$ cat config.mk
export PLATFORM = sky130hd
export DESIGN_NAME = glb_tile_array
export DESIGN_NICKNAME = d
export VERILOG_FILES = /design/src/hw/glb_pkg.sv /design/src/hw/glb_tile_cfg.sv /design/src/hw/glb_dma_seq.sv /design/src/hw/glb_tile.sv /design/src/hw/glb_tile_array.sv
export SDC_FILE = /design/constraint.sdc
export NUM_CORES = 2
export LEC_CHECK = 0
export ABC_AREA = 1
export BUFFER_PORTS_ARGS = -buffer_cell sky130_fd_sc_hd__buf_2
export CAP_MARGIN = 15
export CORE_MARGIN = 5
export CORE_UTILIZATION = 45
export DETAILED_ROUTE_END_ITERATION = 16
export MAX_ROUTING_LAYER = met4
export PLACE_DENSITY = 0.65
export SLEW_MARGIN = 10
export SYNTH_ARGS = -nofsm -noshare
export SYNTH_HDL_FRONTEND = slang
export SYNTH_SLANG_ARGS = --single-unit
$ cat constraint.sdc
create_clock -name clk -period 54.6 [get_ports clk]
set_input_delay 2.73 -clock clk [delete_from_list [all_inputs] [get_ports clk]]
set_output_delay 2.73 -clock clk [all_outputs]
set_load 0.05 [all_outputs]
$ cat src/hw/glb_pkg.sv
// global buffer package: sizes, register map and bus/header structs for the tile chain
`default_nettype none

package glb_pkg;

    // chain and bus sizes
    localparam int NUM_TILES       = 4;
    localparam int TILE_ID_WIDTH   = 4;
    localparam int REG_ADDR_WIDTH  = 5;
    localparam int CFG_ADDR_WIDTH  = 11;
    localparam int CFG_DATA_WIDTH  = 32;

    // address fields, bits 1:0 are byte offset and ignored
    localparam int CFG_REG_LSB     = 2;
    localparam int CFG_TILE_LSB    = 7;

    // dma queues
    localparam int QUEUE_DEPTH     = 4;
    localparam int QUEUE_PTR_WIDTH = $clog2(QUEUE_DEPTH);
    localparam int GLB_ADDR_WIDTH  = 16;
    localparam int NUM_WORDS_WIDTH = 12;

    typedef logic [TILE_ID_WIDTH-1:0]  tile_id_t;
    typedef logic [REG_ADDR_WIDTH-1:0] reg_idx_t;

    // register map
    // header pairs: word count first, then {start_addr, valid}
    localparam reg_idx_t REG_TILE_FLAGS  = 5'd0;
    localparam reg_idx_t REG_ST_CTRL     = 5'd1;
    localparam reg_idx_t REG_ST_HDR_BASE = 5'd2;
    localparam reg_idx_t REG_LD_CTRL     = 5'd10;
    localparam reg_idx_t REG_LD_HDR_BASE = 5'd11;

    typedef struct packed {
        logic                      wr_en;
        logic                      rd_en;
        logic [CFG_ADDR_WIDTH-1:0] addr;
        logic [CFG_DATA_WIDTH-1:0] wr_data;
    } cfg_req_t;

    typedef struct packed {
        logic                      rd_data_valid;
        logic [CFG_DATA_WIDTH-1:0] rd_data;
    } cfg_rsp_t;

    typedef struct packed {
        logic                       valid;
        logic [GLB_ADDR_WIDTH-1:0]  start_addr;
        logic [NUM_WORDS_WIDTH-1:0] num_words;
    } dma_header_t;

    typedef struct packed {
        logic                      valid;
        logic [GLB_ADDR_WIDTH-1:0] addr;
    } dma_strobe_t;

    typedef struct packed {
        logic is_start;
        logic is_end;
    } tile_flags_t;

endpackage

`default_nettype wire

$ cat src/hw/glb_tile_cfg.sv
// glb_tile_cfg: tile register bank with id decode, east forwarding and west read return
`default_nettype none

module glb_tile_cfg (
    input  logic                                    clk,
    input  logic                                    reset,
    input  logic [glb_pkg::TILE_ID_WIDTH-1:0]       tile_id,

    // bus, west side faces tile 0
    input  glb_pkg::cfg_req_t                       cfg_west_req,
    output glb_pkg::cfg_rsp_t                       cfg_west_rsp,
    output glb_pkg::cfg_req_t                       cfg_east_req,
    input  glb_pkg::cfg_rsp_t                       cfg_east_rsp,

    output glb_pkg::tile_flags_t                    tile_flags,

    output logic                                    st_on,
    output logic                                    ld_on,
    output glb_pkg::dma_header_t                    st_headers [glb_pkg::QUEUE_DEPTH],
    output glb_pkg::dma_header_t                    ld_headers [glb_pkg::QUEUE_DEPTH],
    input  logic [glb_pkg::QUEUE_DEPTH-1:0]         st_invalidate,
    input  logic [glb_pkg::QUEUE_DEPTH-1:0]         ld_invalidate
);

    // register index of a header word; second picks the {start_addr, valid} half
    function automatic glb_pkg::reg_idx_t hdr_reg(
        input glb_pkg::reg_idx_t base,
        input int unsigned       slot,
        input logic              second
    );
        glb_pkg::reg_idx_t offset;
        offset = glb_pkg::reg_idx_t'(2 * slot);
        return base + offset + glb_pkg::reg_idx_t'(second);
    endfunction

    logic [glb_pkg::TILE_ID_WIDTH-1:0]  req_tile;
    glb_pkg::reg_idx_t                  req_reg;
    logic                               tile_match;
    logic                               wr_hit;
    logic                               rd_hit;
    logic [glb_pkg::CFG_DATA_WIDTH-1:0] wr_data;
    logic [glb_pkg::CFG_DATA_WIDTH-1:0] rd_mux;

    assign req_tile   = cfg_west_req.addr[glb_pkg::CFG_TILE_LSB +: glb_pkg::TILE_ID_WIDTH];
    assign req_reg    = cfg_west_req.addr[glb_pkg::CFG_REG_LSB +: glb_pkg::REG_ADDR_WIDTH];
    assign tile_match = (req_tile == tile_id);
    assign wr_hit     = cfg_west_req.wr_en && tile_match;
    assign rd_hit     = cfg_west_req.rd_en && tile_match;
    assign wr_data    = cfg_west_req.wr_data;

    // register writes
    always_ff @(posedge clk or posedge reset) begin
        if (reset) begin
            tile_flags <= '0;
            st_on <= 1'b0;
            ld_on <= 1'b0;
            for (int i = 0; i < glb_pkg::QUEUE_DEPTH; i++) begin
                st_headers[i] <= '0;
                ld_headers[i] <= '0;
            end
        end else begin
            // retire pulses go first so a same-cycle write overrides them
            for (int i = 0; i < glb_pkg::QUEUE_DEPTH; i++) begin
                if (st_invalidate[i]) begin
                    st_headers[i].valid <= 1'b0;
                end
                if (ld_invalidate[i]) begin
                    ld_headers[i].valid <= 1'b0;
                end
            end

            if (wr_hit) begin
                case (req_reg)
                    glb_pkg::REG_TILE_FLAGS: begin
                        tile_flags.is_start <= wr_data[0];
                        tile_flags.is_end <= wr_data[1];
                    end
                    glb_pkg::REG_ST_CTRL: st_on <= wr_data[0];
                    glb_pkg::REG_LD_CTRL: ld_on <= wr_data[0];
                    default: ;
                endcase

                for (int i = 0; i < glb_pkg::QUEUE_DEPTH; i++) begin
                    if (req_reg == hdr_reg(glb_pkg::REG_ST_HDR_BASE, i, 1'b0)) begin
                        st_headers[i].num_words <= wr_data[glb_pkg::NUM_WORDS_WIDTH-1:0];
                    end
                    if (req_reg == hdr_reg(glb_pkg::REG_ST_HDR_BASE, i, 1'b1)) begin
                        {st_headers[i].start_addr, st_headers[i].valid}
                            <= wr_data[glb_pkg::GLB_ADDR_WIDTH:0];
                    end
                    if (req_reg == hdr_reg(glb_pkg::REG_LD_HDR_BASE, i, 1'b0)) begin
                        ld_headers[i].num_words <= wr_data[glb_pkg::NUM_WORDS_WIDTH-1:0];
                    end
                    if (req_reg == hdr_reg(glb_pkg::REG_LD_HDR_BASE, i, 1'b1)) begin
                        {ld_headers[i].start_addr, ld_headers[i].valid}
                            <= wr_data[glb_pkg::GLB_ADDR_WIDTH:0];
                    end
                end
            end
        end
    end

    // read mux, unmapped indices fall through as zero
    always_comb begin
        rd_mux = '0;
        case (req_reg)
            glb_pkg::REG_TILE_FLAGS: begin
                rd_mux[0] = tile_flags.is_start;
                rd_mux[1] = tile_flags.is_end;
            end
            glb_pkg::REG_ST_CTRL: rd_mux[0] = st_on;
            glb_pkg::REG_LD_CTRL: rd_mux[0] = ld_on;
            default: ;
        endcase

        for (int i = 0; i < glb_pkg::QUEUE_DEPTH; i++) begin
            if (req_reg == hdr_reg(glb_pkg::REG_ST_HDR_BASE, i, 1'b0)) begin
                rd_mux[glb_pkg::NUM_WORDS_WIDTH-1:0] = st_headers[i].num_words;
            end
            if (req_reg == hdr_reg(glb_pkg::REG_ST_HDR_BASE, i, 1'b1)) begin
                rd_mux[glb_pkg::GLB_ADDR_WIDTH:0] = {st_headers[i].start_addr, st_headers[i].valid};
            end
            if (req_reg == hdr_reg(glb_pkg::REG_LD_HDR_BASE, i, 1'b0)) begin
                rd_mux[glb_pkg::NUM_WORDS_WIDTH-1:0] = ld_headers[i].num_words;
            end
            if (req_reg == hdr_reg(glb_pkg::REG_LD_HDR_BASE, i, 1'b1)) begin
                rd_mux[glb_pkg::GLB_ADDR_WIDTH:0] = {ld_headers[i].start_addr, ld_headers[i].valid};
            end
        end
    end

    // requests for other tiles move one stage east
    always_ff @(posedge clk or posedge reset) begin
        if (reset) begin
            cfg_east_req <= '0;
        end else if ((cfg_west_req.wr_en || cfg_west_req.rd_en) && !tile_match) begin
            cfg_east_req <= cfg_west_req;
        end else begin
            cfg_east_req <= '0;
        end
    end

    // responses move one stage west, a local hit takes the slot
    always_ff @(posedge clk or posedge reset) begin
        if (reset) begin
            cfg_west_rsp <= '0;
        end else if (rd_hit) begin
            cfg_west_rsp.rd_data_valid <= 1'b1;
            cfg_west_rsp.rd_data <= rd_mux;
        end else begin
            cfg_west_rsp <= cfg_east_rsp;
        end
    end

endmodule

`default_nettype wire

$ cat src/hw/glb_dma_seq.sv
// glb_dma_seq: walks a header queue in ring order, one address strobe per word, then retires
`default_nettype none

module glb_dma_seq (
    input  logic                            clk,
    input  logic                            reset,
    input  logic                            on,
    input  glb_pkg::dma_header_t            headers [glb_pkg::QUEUE_DEPTH],
    output logic [glb_pkg::QUEUE_DEPTH-1:0] invalidate,
    output glb_pkg::dma_strobe_t            strobe
);

    typedef enum logic [1:0] {
        S_IDLE,
        S_RUN,
        S_RETIRE
    } seq_state_t;

    seq_state_t                          state;
    logic [glb_pkg::QUEUE_PTR_WIDTH-1:0] ptr;
    logic [glb_pkg::NUM_WORDS_WIDTH-1:0] words_left;
    logic [glb_pkg::GLB_ADDR_WIDTH-1:0]  word_addr;
    glb_pkg::dma_header_t                cur_hdr;

    assign cur_hdr = headers[ptr];

    always_ff @(posedge clk or posedge reset) begin
        if (reset) begin
            state <= S_IDLE;
            ptr <= '0;
            words_left <= '0;
            word_addr <= '0;
        end else begin
            case (state)
                S_IDLE: begin
                    // on only gates the start of a header
                    if (on && cur_hdr.valid) begin
                        word_addr <= cur_hdr.start_addr;
                        words_left <= cur_hdr.num_words;
                        if (cur_hdr.num_words == '0) begin
                            state <= S_RETIRE;
                        end else begin
                            state <= S_RUN;
                        end
                    end
                end

                S_RUN: begin
                    // address wraps at the top of the buffer
                    word_addr <= word_addr + 1'b1;
                    words_left <= words_left - 1'b1;
                    if (words_left == 1) begin
                        state <= S_RETIRE;
                    end
                end

                S_RETIRE: begin
                    // pointer wraps round the ring
                    ptr <= ptr + 1'b1;
                    state <= S_IDLE;
                end

                default: state <= S_IDLE;
            endcase
        end
    end

    // strobe while running, one-hot retire pulse
    always_comb begin
        strobe.valid = (state == S_RUN);
        strobe.addr = '0;
        if (state == S_RUN) begin
            strobe.addr = word_addr;
        end

        invalidate = '0;
        if (state == S_RETIRE) begin
            invalidate[ptr] = 1'b1;
        end
    end

endmodule

`default_nettype wire

$ cat src/hw/glb_tile.sv
// glb_tile: one buffer tile, register bank feeding its store and load sequencers
`default_nettype none

module glb_tile (
    input  logic                              clk,
    input  logic                              reset,
    input  logic [glb_pkg::TILE_ID_WIDTH-1:0] tile_id,

    input  glb_pkg::cfg_req_t                 cfg_west_req,
    output glb_pkg::cfg_rsp_t                 cfg_west_rsp,
    output glb_pkg::cfg_req_t                 cfg_east_req,
    input  glb_pkg::cfg_rsp_t                 cfg_east_rsp,

    output glb_pkg::tile_flags_t              tile_flags,
    output glb_pkg::dma_strobe_t              st_strobe,
    output glb_pkg::dma_strobe_t              ld_strobe
);

    logic                            st_on;
    logic                            ld_on;
    glb_pkg::dma_header_t            st_headers [glb_pkg::QUEUE_DEPTH];
    glb_pkg::dma_header_t            ld_headers [glb_pkg::QUEUE_DEPTH];
    logic [glb_pkg::QUEUE_DEPTH-1:0] st_invalidate;
    logic [glb_pkg::QUEUE_DEPTH-1:0] ld_invalidate;

    glb_tile_cfg cfg_i (
        .clk           (clk),
        .reset         (reset),
        .tile_id       (tile_id),
        .cfg_west_req  (cfg_west_req),
        .cfg_west_rsp  (cfg_west_rsp),
        .cfg_east_req  (cfg_east_req),
        .cfg_east_rsp  (cfg_east_rsp),
        .tile_flags    (tile_flags),
        .st_on         (st_on),
        .ld_on         (ld_on),
        .st_headers    (st_headers),
        .ld_headers    (ld_headers),
        .st_invalidate (st_invalidate),
        .ld_invalidate (ld_invalidate)
    );

    // store queue
    glb_dma_seq st_seq_i (
        .clk        (clk),
        .reset      (reset),
        .on         (st_on),
        .headers    (st_headers),
        .invalidate (st_invalidate),
        .strobe     (st_strobe)
    );

    // load queue
    glb_dma_seq ld_seq_i (
        .clk        (clk),
        .reset      (reset),
        .on         (ld_on),
        .headers    (ld_headers),
        .invalidate (ld_invalidate),
        .strobe     (ld_strobe)
    );

endmodule

`default_nettype wire

$ cat src/hw/glb_tile_array.sv
// glb_tile_array: row of buffer tiles on one configuration chain, east end closed off
`default_nettype none

module glb_tile_array (
    input  logic                 clk,
    input  logic                 reset,
    input  glb_pkg::cfg_req_t    cfg_req_in,
    output glb_pkg::cfg_rsp_t    cfg_rsp_out,
    output glb_pkg::tile_flags_t tile_flags [glb_pkg::NUM_TILES],
    output glb_pkg::dma_strobe_t st_strobe [glb_pkg::NUM_TILES],
    output glb_pkg::dma_strobe_t ld_strobe [glb_pkg::NUM_TILES]
);

    // link k sits on the west side of tile k
    // link NUM_TILES is past the east end, requests there are dropped
    glb_pkg::cfg_req_t req_link [glb_pkg::NUM_TILES+1];
    glb_pkg::cfg_rsp_t rsp_link [glb_pkg::NUM_TILES+1];

    assign req_link[0] = cfg_req_in;
    assign cfg_rsp_out = rsp_link[0];

    // nothing answers from beyond the last tile
    assign rsp_link[glb_pkg::NUM_TILES] = '0;

    for (genvar i = 0; i < glb_pkg::NUM_TILES; i++) begin : g_tile
        glb_tile tile_i (
            .clk          (clk),
            .reset        (reset),
            .tile_id      (glb_pkg::tile_id_t'(i)),
            .cfg_west_req (req_link[i]),
            .cfg_west_rsp (rsp_link[i]),
            .cfg_east_req (req_link[i+1]),
            .cfg_east_rsp (rsp_link[i+1]),
            .tile_flags   (tile_flags[i]),
            .st_strobe    (st_strobe[i]),
            .ld_strobe    (ld_strobe[i])
        );
    end

endmodule

`default_nettype wire

## After elaboration in Yosys (flattened, before gate mapping)

Index checks and enable logic that the tools add are counted.

| word-level totals | value |
|---|---|
| bits of input ports | 47 |
| register bits after elaboration | 1452 |
| word-level logic and storage cells | 792 |
| memories kept | 0 |
| bits in latches | 0 |
| memory bits (writable) | 0 |
| memory bits (read-only) | 0 |
| output and inout bits | 177 |

| operators by class | value |
|---|---|
| reductions and logical operators | 154 |
| shift operators | 0 |
| muxes and demuxes | 303 |
| multiply operators | 0 |
| eq/ne operators | 115 |
| div/mod/pow operators | 0 |
| add/subtract/negate cells | 24 |
| magnitude comparators | 24 |
| bitwise logic cells | 8 |

Operators with widths:

| operator | count |
|---|---|
| 17-bit 2-to-1 mux | 64 |
| 116-bit 2-to-1 mux | 8 |
| 12-bit 2-to-1 mux | 72 |
| 29-bit binary-select mux with 2-bit select | 8 |
| 29-bit 2-to-1 mux | 16 |
| 16-bit 2-to-1 mux | 16 |
| 16-bit one-hot mux with 2 select lines | 8 |
| 12-bit one-hot mux with 2 select lines | 8 |
| 2-bit AND reduction | 92 |
| 5-bit by 4-bit equality test with 1-bit output (second input constant) | 32 |
| 45-bit 2-to-1 mux | 3 |
| 33-bit 2-to-1 mux | 4 |
| 16-bit by 1-bit adder with 16-bit output (second input constant) | 8 |
| 12-bit by 1-bit equality test with 1-bit output (second input constant) | 8 |
| 12-bit logical NOT | 8 |
| 12-bit by 1-bit subtractor with 12-bit output (second input constant) | 8 |
| 5-bit by 3-bit equality test with 1-bit output (second input constant) | 16 |
| 5-bit equality test (second input constant) | 12 |
| 2-bit 2-to-1 mux | 24 |
| 1-bit 2-to-1 mux | 44 |
| 5-bit by 2-bit equality test with 1-bit output (second input constant) | 8 |
| 4-bit 2-to-1 mux | 8 |
| 2-bit one-hot mux with 2 select lines | 8 |
| 1-bit logical AND | 27 |
| other kinds (20) | 118 |

## Depth between registers and ports, before layout

| logic depth | value |
|---|---|
| depth after elaboration | 19 |
| depth in mapped cells | 18 |
| gate-level depth less buffers | 17 |

## Hierarchy

From an unflattened synthesis, not the netlist that was laid out.

| second synthesis, totals | value |
|---|---|
| cell total of the unflattened synthesis | 10189 |
| area, all modules | 76558.4 sq um |

By module, submodules not included:

| module | cells each | area an instance (sq um) | sequential area each (sq um) | times used |
|---|---|---|---|---|
| glb_tile_cfg | 1492 | 12972.4 | 7857.5 | 4 |
| glb_dma_seq (g_tile[0].tile_i.ld_seq_i ...) | 528 | 3086.7 | 800.8 | 6 |
| glb_dma_seq (g_tile[3].tile_i.ld_seq_i) | 536 | 3075.4 | 800.8 | 1 |
| glb_dma_seq (g_tile[3].tile_i.st_seq_i) | 515 | 3065.4 | 800.8 | 1 |
| glb_tile_array | 2 | 7.5 | 0.0 | 1 |

## Worst setup path after synthesis

OpenSTA, ideal clock, no wires.

| timing | value |
|---|---|
| kind | register to output |
| start point | reg g_tile[1].tile_i.ld_seq_i.state[1] |
| end point | out ld_strobe[34] (netlist bit) |
| path slack | 49952 ps |
| data arrival time | 1918 ps |
| stages on the path, launching flop included | 6 |
| buffers on the path | 2 |
| required time | 51870 ps |
| cell sequence | dfrtp_1 nor2_1 inv_1 clkbuf_1 clkbuf_1 nor2_1 |

RTL lines:

| item | RTL line | RTL |
|---|---|---|
| from (decl) | glb_dma_seq.sv:19 | `seq_state_t state;` |
| from (signal assigned) | glb_dma_seq.sv:29 | `state <= S_IDLE;` |
| from (signal assigned) | glb_dma_seq.sv:41 | `state <= S_RETIRE;` |
| from (signal assigned) | glb_dma_seq.sv:43 | `state <= S_RUN;` |
| to (decl) | glb_tile_array.sv:11 | `output glb_pkg::dma_strobe_t ld_strobe [glb_pkg::NUM_TILES]` |

==> metrics.txt <==
# TYPE chip_impl_metric gauge
chip_impl_metric{name="fmax",unit="MHz"} 168
chip_impl_metric{name="asyncSetResetFlopFracSynth",unit="%"} 100
chip_impl_metric{name="routed_wire_length",unit="um"} 248000
chip_impl_metric{name="post-route-min-period",unit="ns"} 5.97
chip_impl_metric{name="ctsResizeCount",unit=""} 0
chip_impl_metric{name="final_max_slew_viol_count",unit=""} 0
chip_impl_metric{name="drt_first_iter_violations",unit=""} 7983
chip_impl_metric{name="route.vias.total",unit=""} 64400
chip_impl_metric{name="power.switching_fraction",unit="%"} 28.8
chip_impl_metric{name="cp_slowest_stage_delay",unit="ns"} 0.88
chip_impl_metric{name="cp_max_fo",unit=""} 159
chip_impl_metric{name="worstHoldPathCells",unit=""} 1
chip_impl_metric{name="io_pins",unit=""} 224
chip_impl_metric{name="power.leakage",unit="nW"} 34.0
chip_impl_metric{name="maximum_number_of_pins_on_one_net_before_global_route_repair",unit=""} 176
chip_impl_info{name="cp_common_cell",value="sky130_fd_sc_hd__buf_4"} 1
chip_impl_metric{name="final_hold_viol_count",unit=""} 0
chip_impl_metric{name="power_switching",unit="uW"} 711
chip_impl_metric{name="totalNegativeSetupSlack",unit="ns"} 0
chip_impl_metric{name="filler_cell_count",unit=""} 14800
chip_impl_metric{name="yosysUniqueCellTypes",unit=""} 63
chip_impl_metric{name="floorplan.die.width",unit="um"} 403
chip_impl_metric{name="first_pass_grt_wire_length",unit="um"} 373000
chip_impl_info{name="worst_path_cell_chain",value="buf_2, inv_8, buf_12, buf_4, buf_4, buf_4"} 1
chip_impl_info{name="critPathTopFamily",value="buffers and inverters"} 1
chip_impl_metric{name="worstPathRequired",unit="ns"} 55.30
chip_impl_metric{name="multiInputGateArea",unit="um2"} 30200
chip_impl_metric{name="h_tree_levels",unit=""} 4
chip_impl_metric{name="netlist_area",unit="um2"} 69500
chip_impl_metric{name="core_area",unit="um2"} 154000
chip_impl_metric{name="drc_errors",unit=""} 0
chip_impl_metric{name="number_of_enable_type_register_cells_in_the_synthesized_netlist",unit=""} 0
chip_impl_metric{name="gr-usage-all-layers",unit="%"} 30.4
chip_impl_metric{name="clockBufferDepth",unit=""} 3
chip_impl_metric{name="cts-buffers-inserted",unit=""} 156
chip_impl_metric{name="routedWlPerCell",unit="um"} 22.3
chip_impl_metric{name="register_to_register_setup_slack",unit="ns"} 50.49
chip_impl_metric{name="clk_pin_slew",unit="ns"} 0.06
chip_impl_info{name="synth_top_family_by_area",value="simple AND/OR/NAND/NOR gates"} 1
chip_impl_metric{name="synthCells",unit=""} 8992
chip_impl_info{name="worstHoldEndpoint",value="g_tile[1].tile_i.cfg_i.cfg_west_rsp[32]"} 1
chip_impl_metric{name="initial_antenna_violation_count",unit=""} 9
chip_impl_metric{name="overflow",unit=""} 0
chip_impl_info{name="criticalPathCategory",value="in -> async"} 1
chip_impl_metric{name="dp_hpwl",unit="um"} 173000
chip_impl_metric{name="power.density",unit="nW/um2"} 32.0
chip_impl_info{name="synth_largest_area_cell",value="sky130_fd_sc_hd__dfrtp_1"} 1
chip_impl_metric{name="regArea",unit="um2"} 33900
chip_impl_metric{name="place.port_buffers",unit=""} 191
chip_impl_metric{name="postPlaceCellArea",unit="um2"} 71600
chip_impl_metric{name="share_seq_of_total_power",unit="%"} 44.0
chip_impl_metric{name="design.die.area",unit="um2"} 163000
chip_impl_metric{name="cts-hold-fix-buffers",unit=""} 0
chip_impl_metric{name="timing.slew.headroom",unit="%"} 17.8
chip_impl_metric{name="synth_compound_area_share",unit="%"} 19.6
chip_impl_info{name="critical_path.endpoint_type",value="asynchronous set/reset pin"} 1
chip_impl_metric{name="clock_insertion_delay_worst_skew",unit="ns"} 0.79
chip_impl_metric{name="synth_adder_area_share",unit="%"} 1.01
chip_impl_info{name="min-delay-path-class",value="reg -> reg"} 1
chip_impl_info{name="dominantRegCellSynth",value="sky130_fd_sc_hd__dfrtp_1"} 1
chip_impl_metric{name="pre_cts_slack",unit="ns"} 47.55
chip_impl_metric{name="ant_nets",unit=""} 0
chip_impl_metric{name="drive_gt1_share",unit="%"} 8.15
chip_impl_metric{name="finalNetCount",unit=""} 9026
chip_impl_metric{name="r2r.worst_path.cells",unit=""} 10
chip_impl_info{name="grt_setup_unrepaired",value="false"} 1
chip_impl_metric{name="die_height",unit="um"} 403
chip_impl_info{name="r2r_end",value="g_tile[0].tile_i.ld_seq_i.words_left[7]"} 1
chip_impl_info{name="synth_top_cells_by_area",value="sky130_fd_sc_hd__dfrtp_1 (49%), sky130_fd_sc_hd__nand2_1 (13%), sky130_fd_sc_hd__o21ai_0 (11%)"} 1
chip_impl_metric{name="grt_pass1_vias",unit=""} 59300
chip_impl_metric{name="cp_num_buf_inv",unit=""} 6
chip_impl_metric{name="synth.ff_latch_count",unit=""} 1356
chip_impl_metric{name="avgSynthCellArea",unit="um2"} 7.73
chip_impl_metric{name="yosys_warns",unit=""} 0
chip_impl_metric{name="vdd_drop_max",unit="mV"} 0.0326
chip_impl_metric{name="synth-seq-area-share",unit="%"} 48.8
chip_impl_metric{name="max_slew.worst_pin.slew",unit="ns"} 1.22
chip_impl_info{name="r2r_start",value="g_tile[0].tile_i.ld_seq_i.ptr[0]"} 1
chip_impl_metric{name="count_of_maximum_capacitance_violations",unit=""} 0
chip_impl_info{name="critPathSlowestCell",value="sky130_fd_sc_hd__buf_4"} 1
chip_impl_metric{name="finalCoreUtilization",unit="%"} 50.1
chip_impl_metric{name="clock_sinks",unit=""} 1356
chip_impl_metric{name="clock_power_share",unit="%"} 43.2
chip_impl_info{name="outcome",value="finished clean"} 1
chip_impl_metric{name="synthToLayoutAreaGrowth",unit="%"} 10.7
chip_impl_metric{name="synth_simple_gate_area_share",unit="%"} 22.3
chip_impl_info{name="root_buffer",value="sky130_fd_sc_hd__clkbuf_16"} 1
chip_impl_info{name="timing.critical_path.from_type",value="primary input"} 1
chip_impl_info{name="tritoncts_clock_tree",value="done"} 1
chip_impl_info{name="worst_hold_startpoint",value="g_tile[2].tile_i.cfg_i.cfg_west_rsp[32]"} 1
chip_impl_metric{name="p_int",unit="mW"} 1.75
chip_impl_metric{name="synth_xor_area_share",unit="%"} 0.466
chip_impl_metric{name="drtPass1Iterations",unit=""} 6
chip_impl_metric{name="postLayoutCellArea",unit="um2"} 77000
chip_impl_metric{name="postCtsSetupRepairBufs",unit=""} 0
chip_impl_metric{name="floorplan.initialDensity",unit="%"} 45.2
chip_impl_metric{name="setup-violations-final",unit=""} 0
chip_impl_metric{name="whs",unit="ns"} 0.429
chip_impl_metric{name="finClkSkew",unit="ns"} 0.0390
chip_impl_metric{name="setup_slack",unit="ns"} 48.63
chip_impl_metric{name="arr_time_crit_path",unit="ns"} 6.67
chip_impl_metric{name="netlist.area_leader.share",unit="%"} 48.8
chip_impl_metric{name="detail_route.vias_per_cell",unit=""} 5.80
chip_impl_metric{name="synth_mux_area_share",unit="%"} 0
chip_impl_metric{name="place.gp.congestion",unit=""} 0.943
chip_impl_metric{name="period_share",unit="%"} 10.9
chip_impl_metric{name="core.rowCount",unit=""} 144
chip_impl_metric{name="pwr-share-comb",unit="%"} 12.8
==> stage by stage <==
stage / std cells / power [mW]
4_1_cts: 11100 / 2.47
6_report: 11100 / 2.47
3_5_place_dp: 10800 / 1.41
5_1_grt: 11100 / 2.55
3_3_place_gp: 10800 / 1.41
2_1_floorplan: 9006 / 1.31
==> how the worst max path moves through the flow <==
stage / from / end / cells after the start
2_1_floorplan: reset / g_tile[0].tile_i.cfg_i.cfg_east_req[0] / 1
3_3_place_gp: reset / g_tile[2].tile_i.st_seq_i.ptr[0] / 6
3_5_place_dp: reset / g_tile[2].tile_i.st_seq_i.ptr[0] / 6
4_1_cts: reset / g_tile[2].tile_i.st_seq_i.ptr[0] / 6
5_1_grt: reset / g_tile[2].tile_i.st_seq_i.ptr[0] / 6
6_report: reset / g_tile[2].tile_i.st_seq_i.ptr[0] / 6
==> cells in the final DEF, fill, tap and decap left out, types with 35 or more instances in the layout <==
cell type | Yosys | layout
sky130_fd_sc_hd__clkbuf_16 | 0 | 160
sky130_fd_sc_hd__a32oi_1 | 65 | 65
sky130_fd_sc_hd__buf_4 | 26 | 95
sky130_fd_sc_hd__buf_2 | 116 | 191
sky130_fd_sc_hd__o21ai_0 | 1515 | 1515
sky130_fd_sc_hd__inv_2 | 41 | 41
sky130_fd_sc_hd__inv_1 | 793 | 792
sky130_fd_sc_hd__o22ai_1 | 44 | 44
sky130_fd_sc_hd__clkbuf_1 | 375 | 41
sky130_fd_sc_hd__a31oi_1 | 73 | 73
sky130_fd_sc_hd__ha_1 | 56 | 56
sky130_fd_sc_hd__nor2_1 | 656 | 653
sky130_fd_sc_hd__nor3_1 | 41 | 41
sky130_fd_sc_hd__nand4_1 | 166 | 166
sky130_fd_sc_hd__a21oi_1 | 459 | 459
sky130_fd_sc_hd__o211ai_1 | 62 | 62
sky130_fd_sc_hd__clkbuf_8 | 0 | 35
sky130_fd_sc_hd__nand2_1 | 2345 | 2344
sky130_fd_sc_hd__nand3_1 | 324 | 324
sky130_fd_sc_hd__dfrtp_1 | 1356 | 1348
sky130_fd_sc_hd__nor2_2 | 44 | 47
==> logic make-up after synthesis <==
logic type               count (synthesis)
AND/OR/NAND/NOR                       3706
AO/OA/AOI/OAI                         2456
buffers and inverters                 1380
flip-flops                            1356
adder cells (fa/ha/maj)                 56
XOR/XNOR                                37
other                                    1
==> layout make-up <==
class,count,share of cell area [%]
Multi-Input combinational cell,6270,39.3
Tap cell,2044,3.32
Antenna cell,10,0.0325
Clock buffer,236,6.02
Clock inverter,45,0.632
Sequential cell,1356,44.1
Timing Repair Buffer,301,2.56
Inverter,838,4.09
==> sequential cells by signal, summed over array words and instances (netlist names), 48 cells and up <==
register and count:
g_tile.tile_i.st_seq_i.words_left 48, g_tile.tile_i.ld_seq_i.word_addr 64, g_tile.tile_i.ld_seq_i.words_left 48, g_tile.tile_i.cfg_i.st_headers 464
g_tile.tile_i.st_seq_i.word_addr 64, g_tile.tile_i.cfg_i.cfg_west_rsp 72, g_tile.tile_i.cfg_i.ld_headers 464, g_tile.tile_i.cfg_i.cfg_east_req 84
==> synth_stat cells, types with 16 or more instances <==
library cell	number
sky130_fd_sc_hd__a21oi_1	459
sky130_fd_sc_hd__o211ai_1	62
sky130_fd_sc_hd__clkbuf_1	375
sky130_fd_sc_hd__a32oi_1	65
sky130_fd_sc_hd__buf_2	116
sky130_fd_sc_hd__a32o_1	27
sky130_fd_sc_hd__nor3_2	25
sky130_fd_sc_hd__o21a_1	16
sky130_fd_sc_hd__o221ai_1	28
sky130_fd_sc_hd__or2_2	33
sky130_fd_sc_hd__nand3_1	324
sky130_fd_sc_hd__o21ai_0	1515
sky130_fd_sc_hd__nand3b_1	18
sky130_fd_sc_hd__o311ai_0	16
sky130_fd_sc_hd__nor2_2	44
sky130_fd_sc_hd__a221oi_1	25
sky130_fd_sc_hd__buf_4	26
sky130_fd_sc_hd__dfrtp_1	1356
sky130_fd_sc_hd__nor3_1	41
sky130_fd_sc_hd__o21ai_1	18
sky130_fd_sc_hd__a221o_1	18
sky130_fd_sc_hd__inv_2	41
sky130_fd_sc_hd__a41oi_1	18
sky130_fd_sc_hd__nand2_1	2345
sky130_fd_sc_hd__buf_1	22
sky130_fd_sc_hd__nor2_1	656
sky130_fd_sc_hd__a31oi_1	73
sky130_fd_sc_hd__inv_1	793
sky130_fd_sc_hd__nand4_1	166
sky130_fd_sc_hd__xor2_1	30
sky130_fd_sc_hd__ha_1	56
sky130_fd_sc_hd__o22ai_1	44
==> power groups by stage <==
| stage | Clock, mW | Combinational, mW | Sequential, mW |
|---|---|---|---|
| after floorplan | 0 | 0.216 | 1.10 |
| after global placement | 0 | 0.308 | 1.10 |
| after detailed placement | 0 | 0.312 | 1.10 |
| after CTS | 1.08 | 0.314 | 1.08 |
| after global routing | 1.11 | 0.350 | 1.09 |
| final | 1.06 | 0.316 | 1.08 |
==> routing by layer <==
layer / routed length [um] / part of all wire, % / track usage (%)
met5: 0 / 0 / -
met4: 9840 / 4.0 / 10.8
met3: 20800 / 8.4 / 5.13
met2: 112000 / 45 / 46.1
met1: 105000 / 42 / 41.6
(Power assumes the default switching activity.)
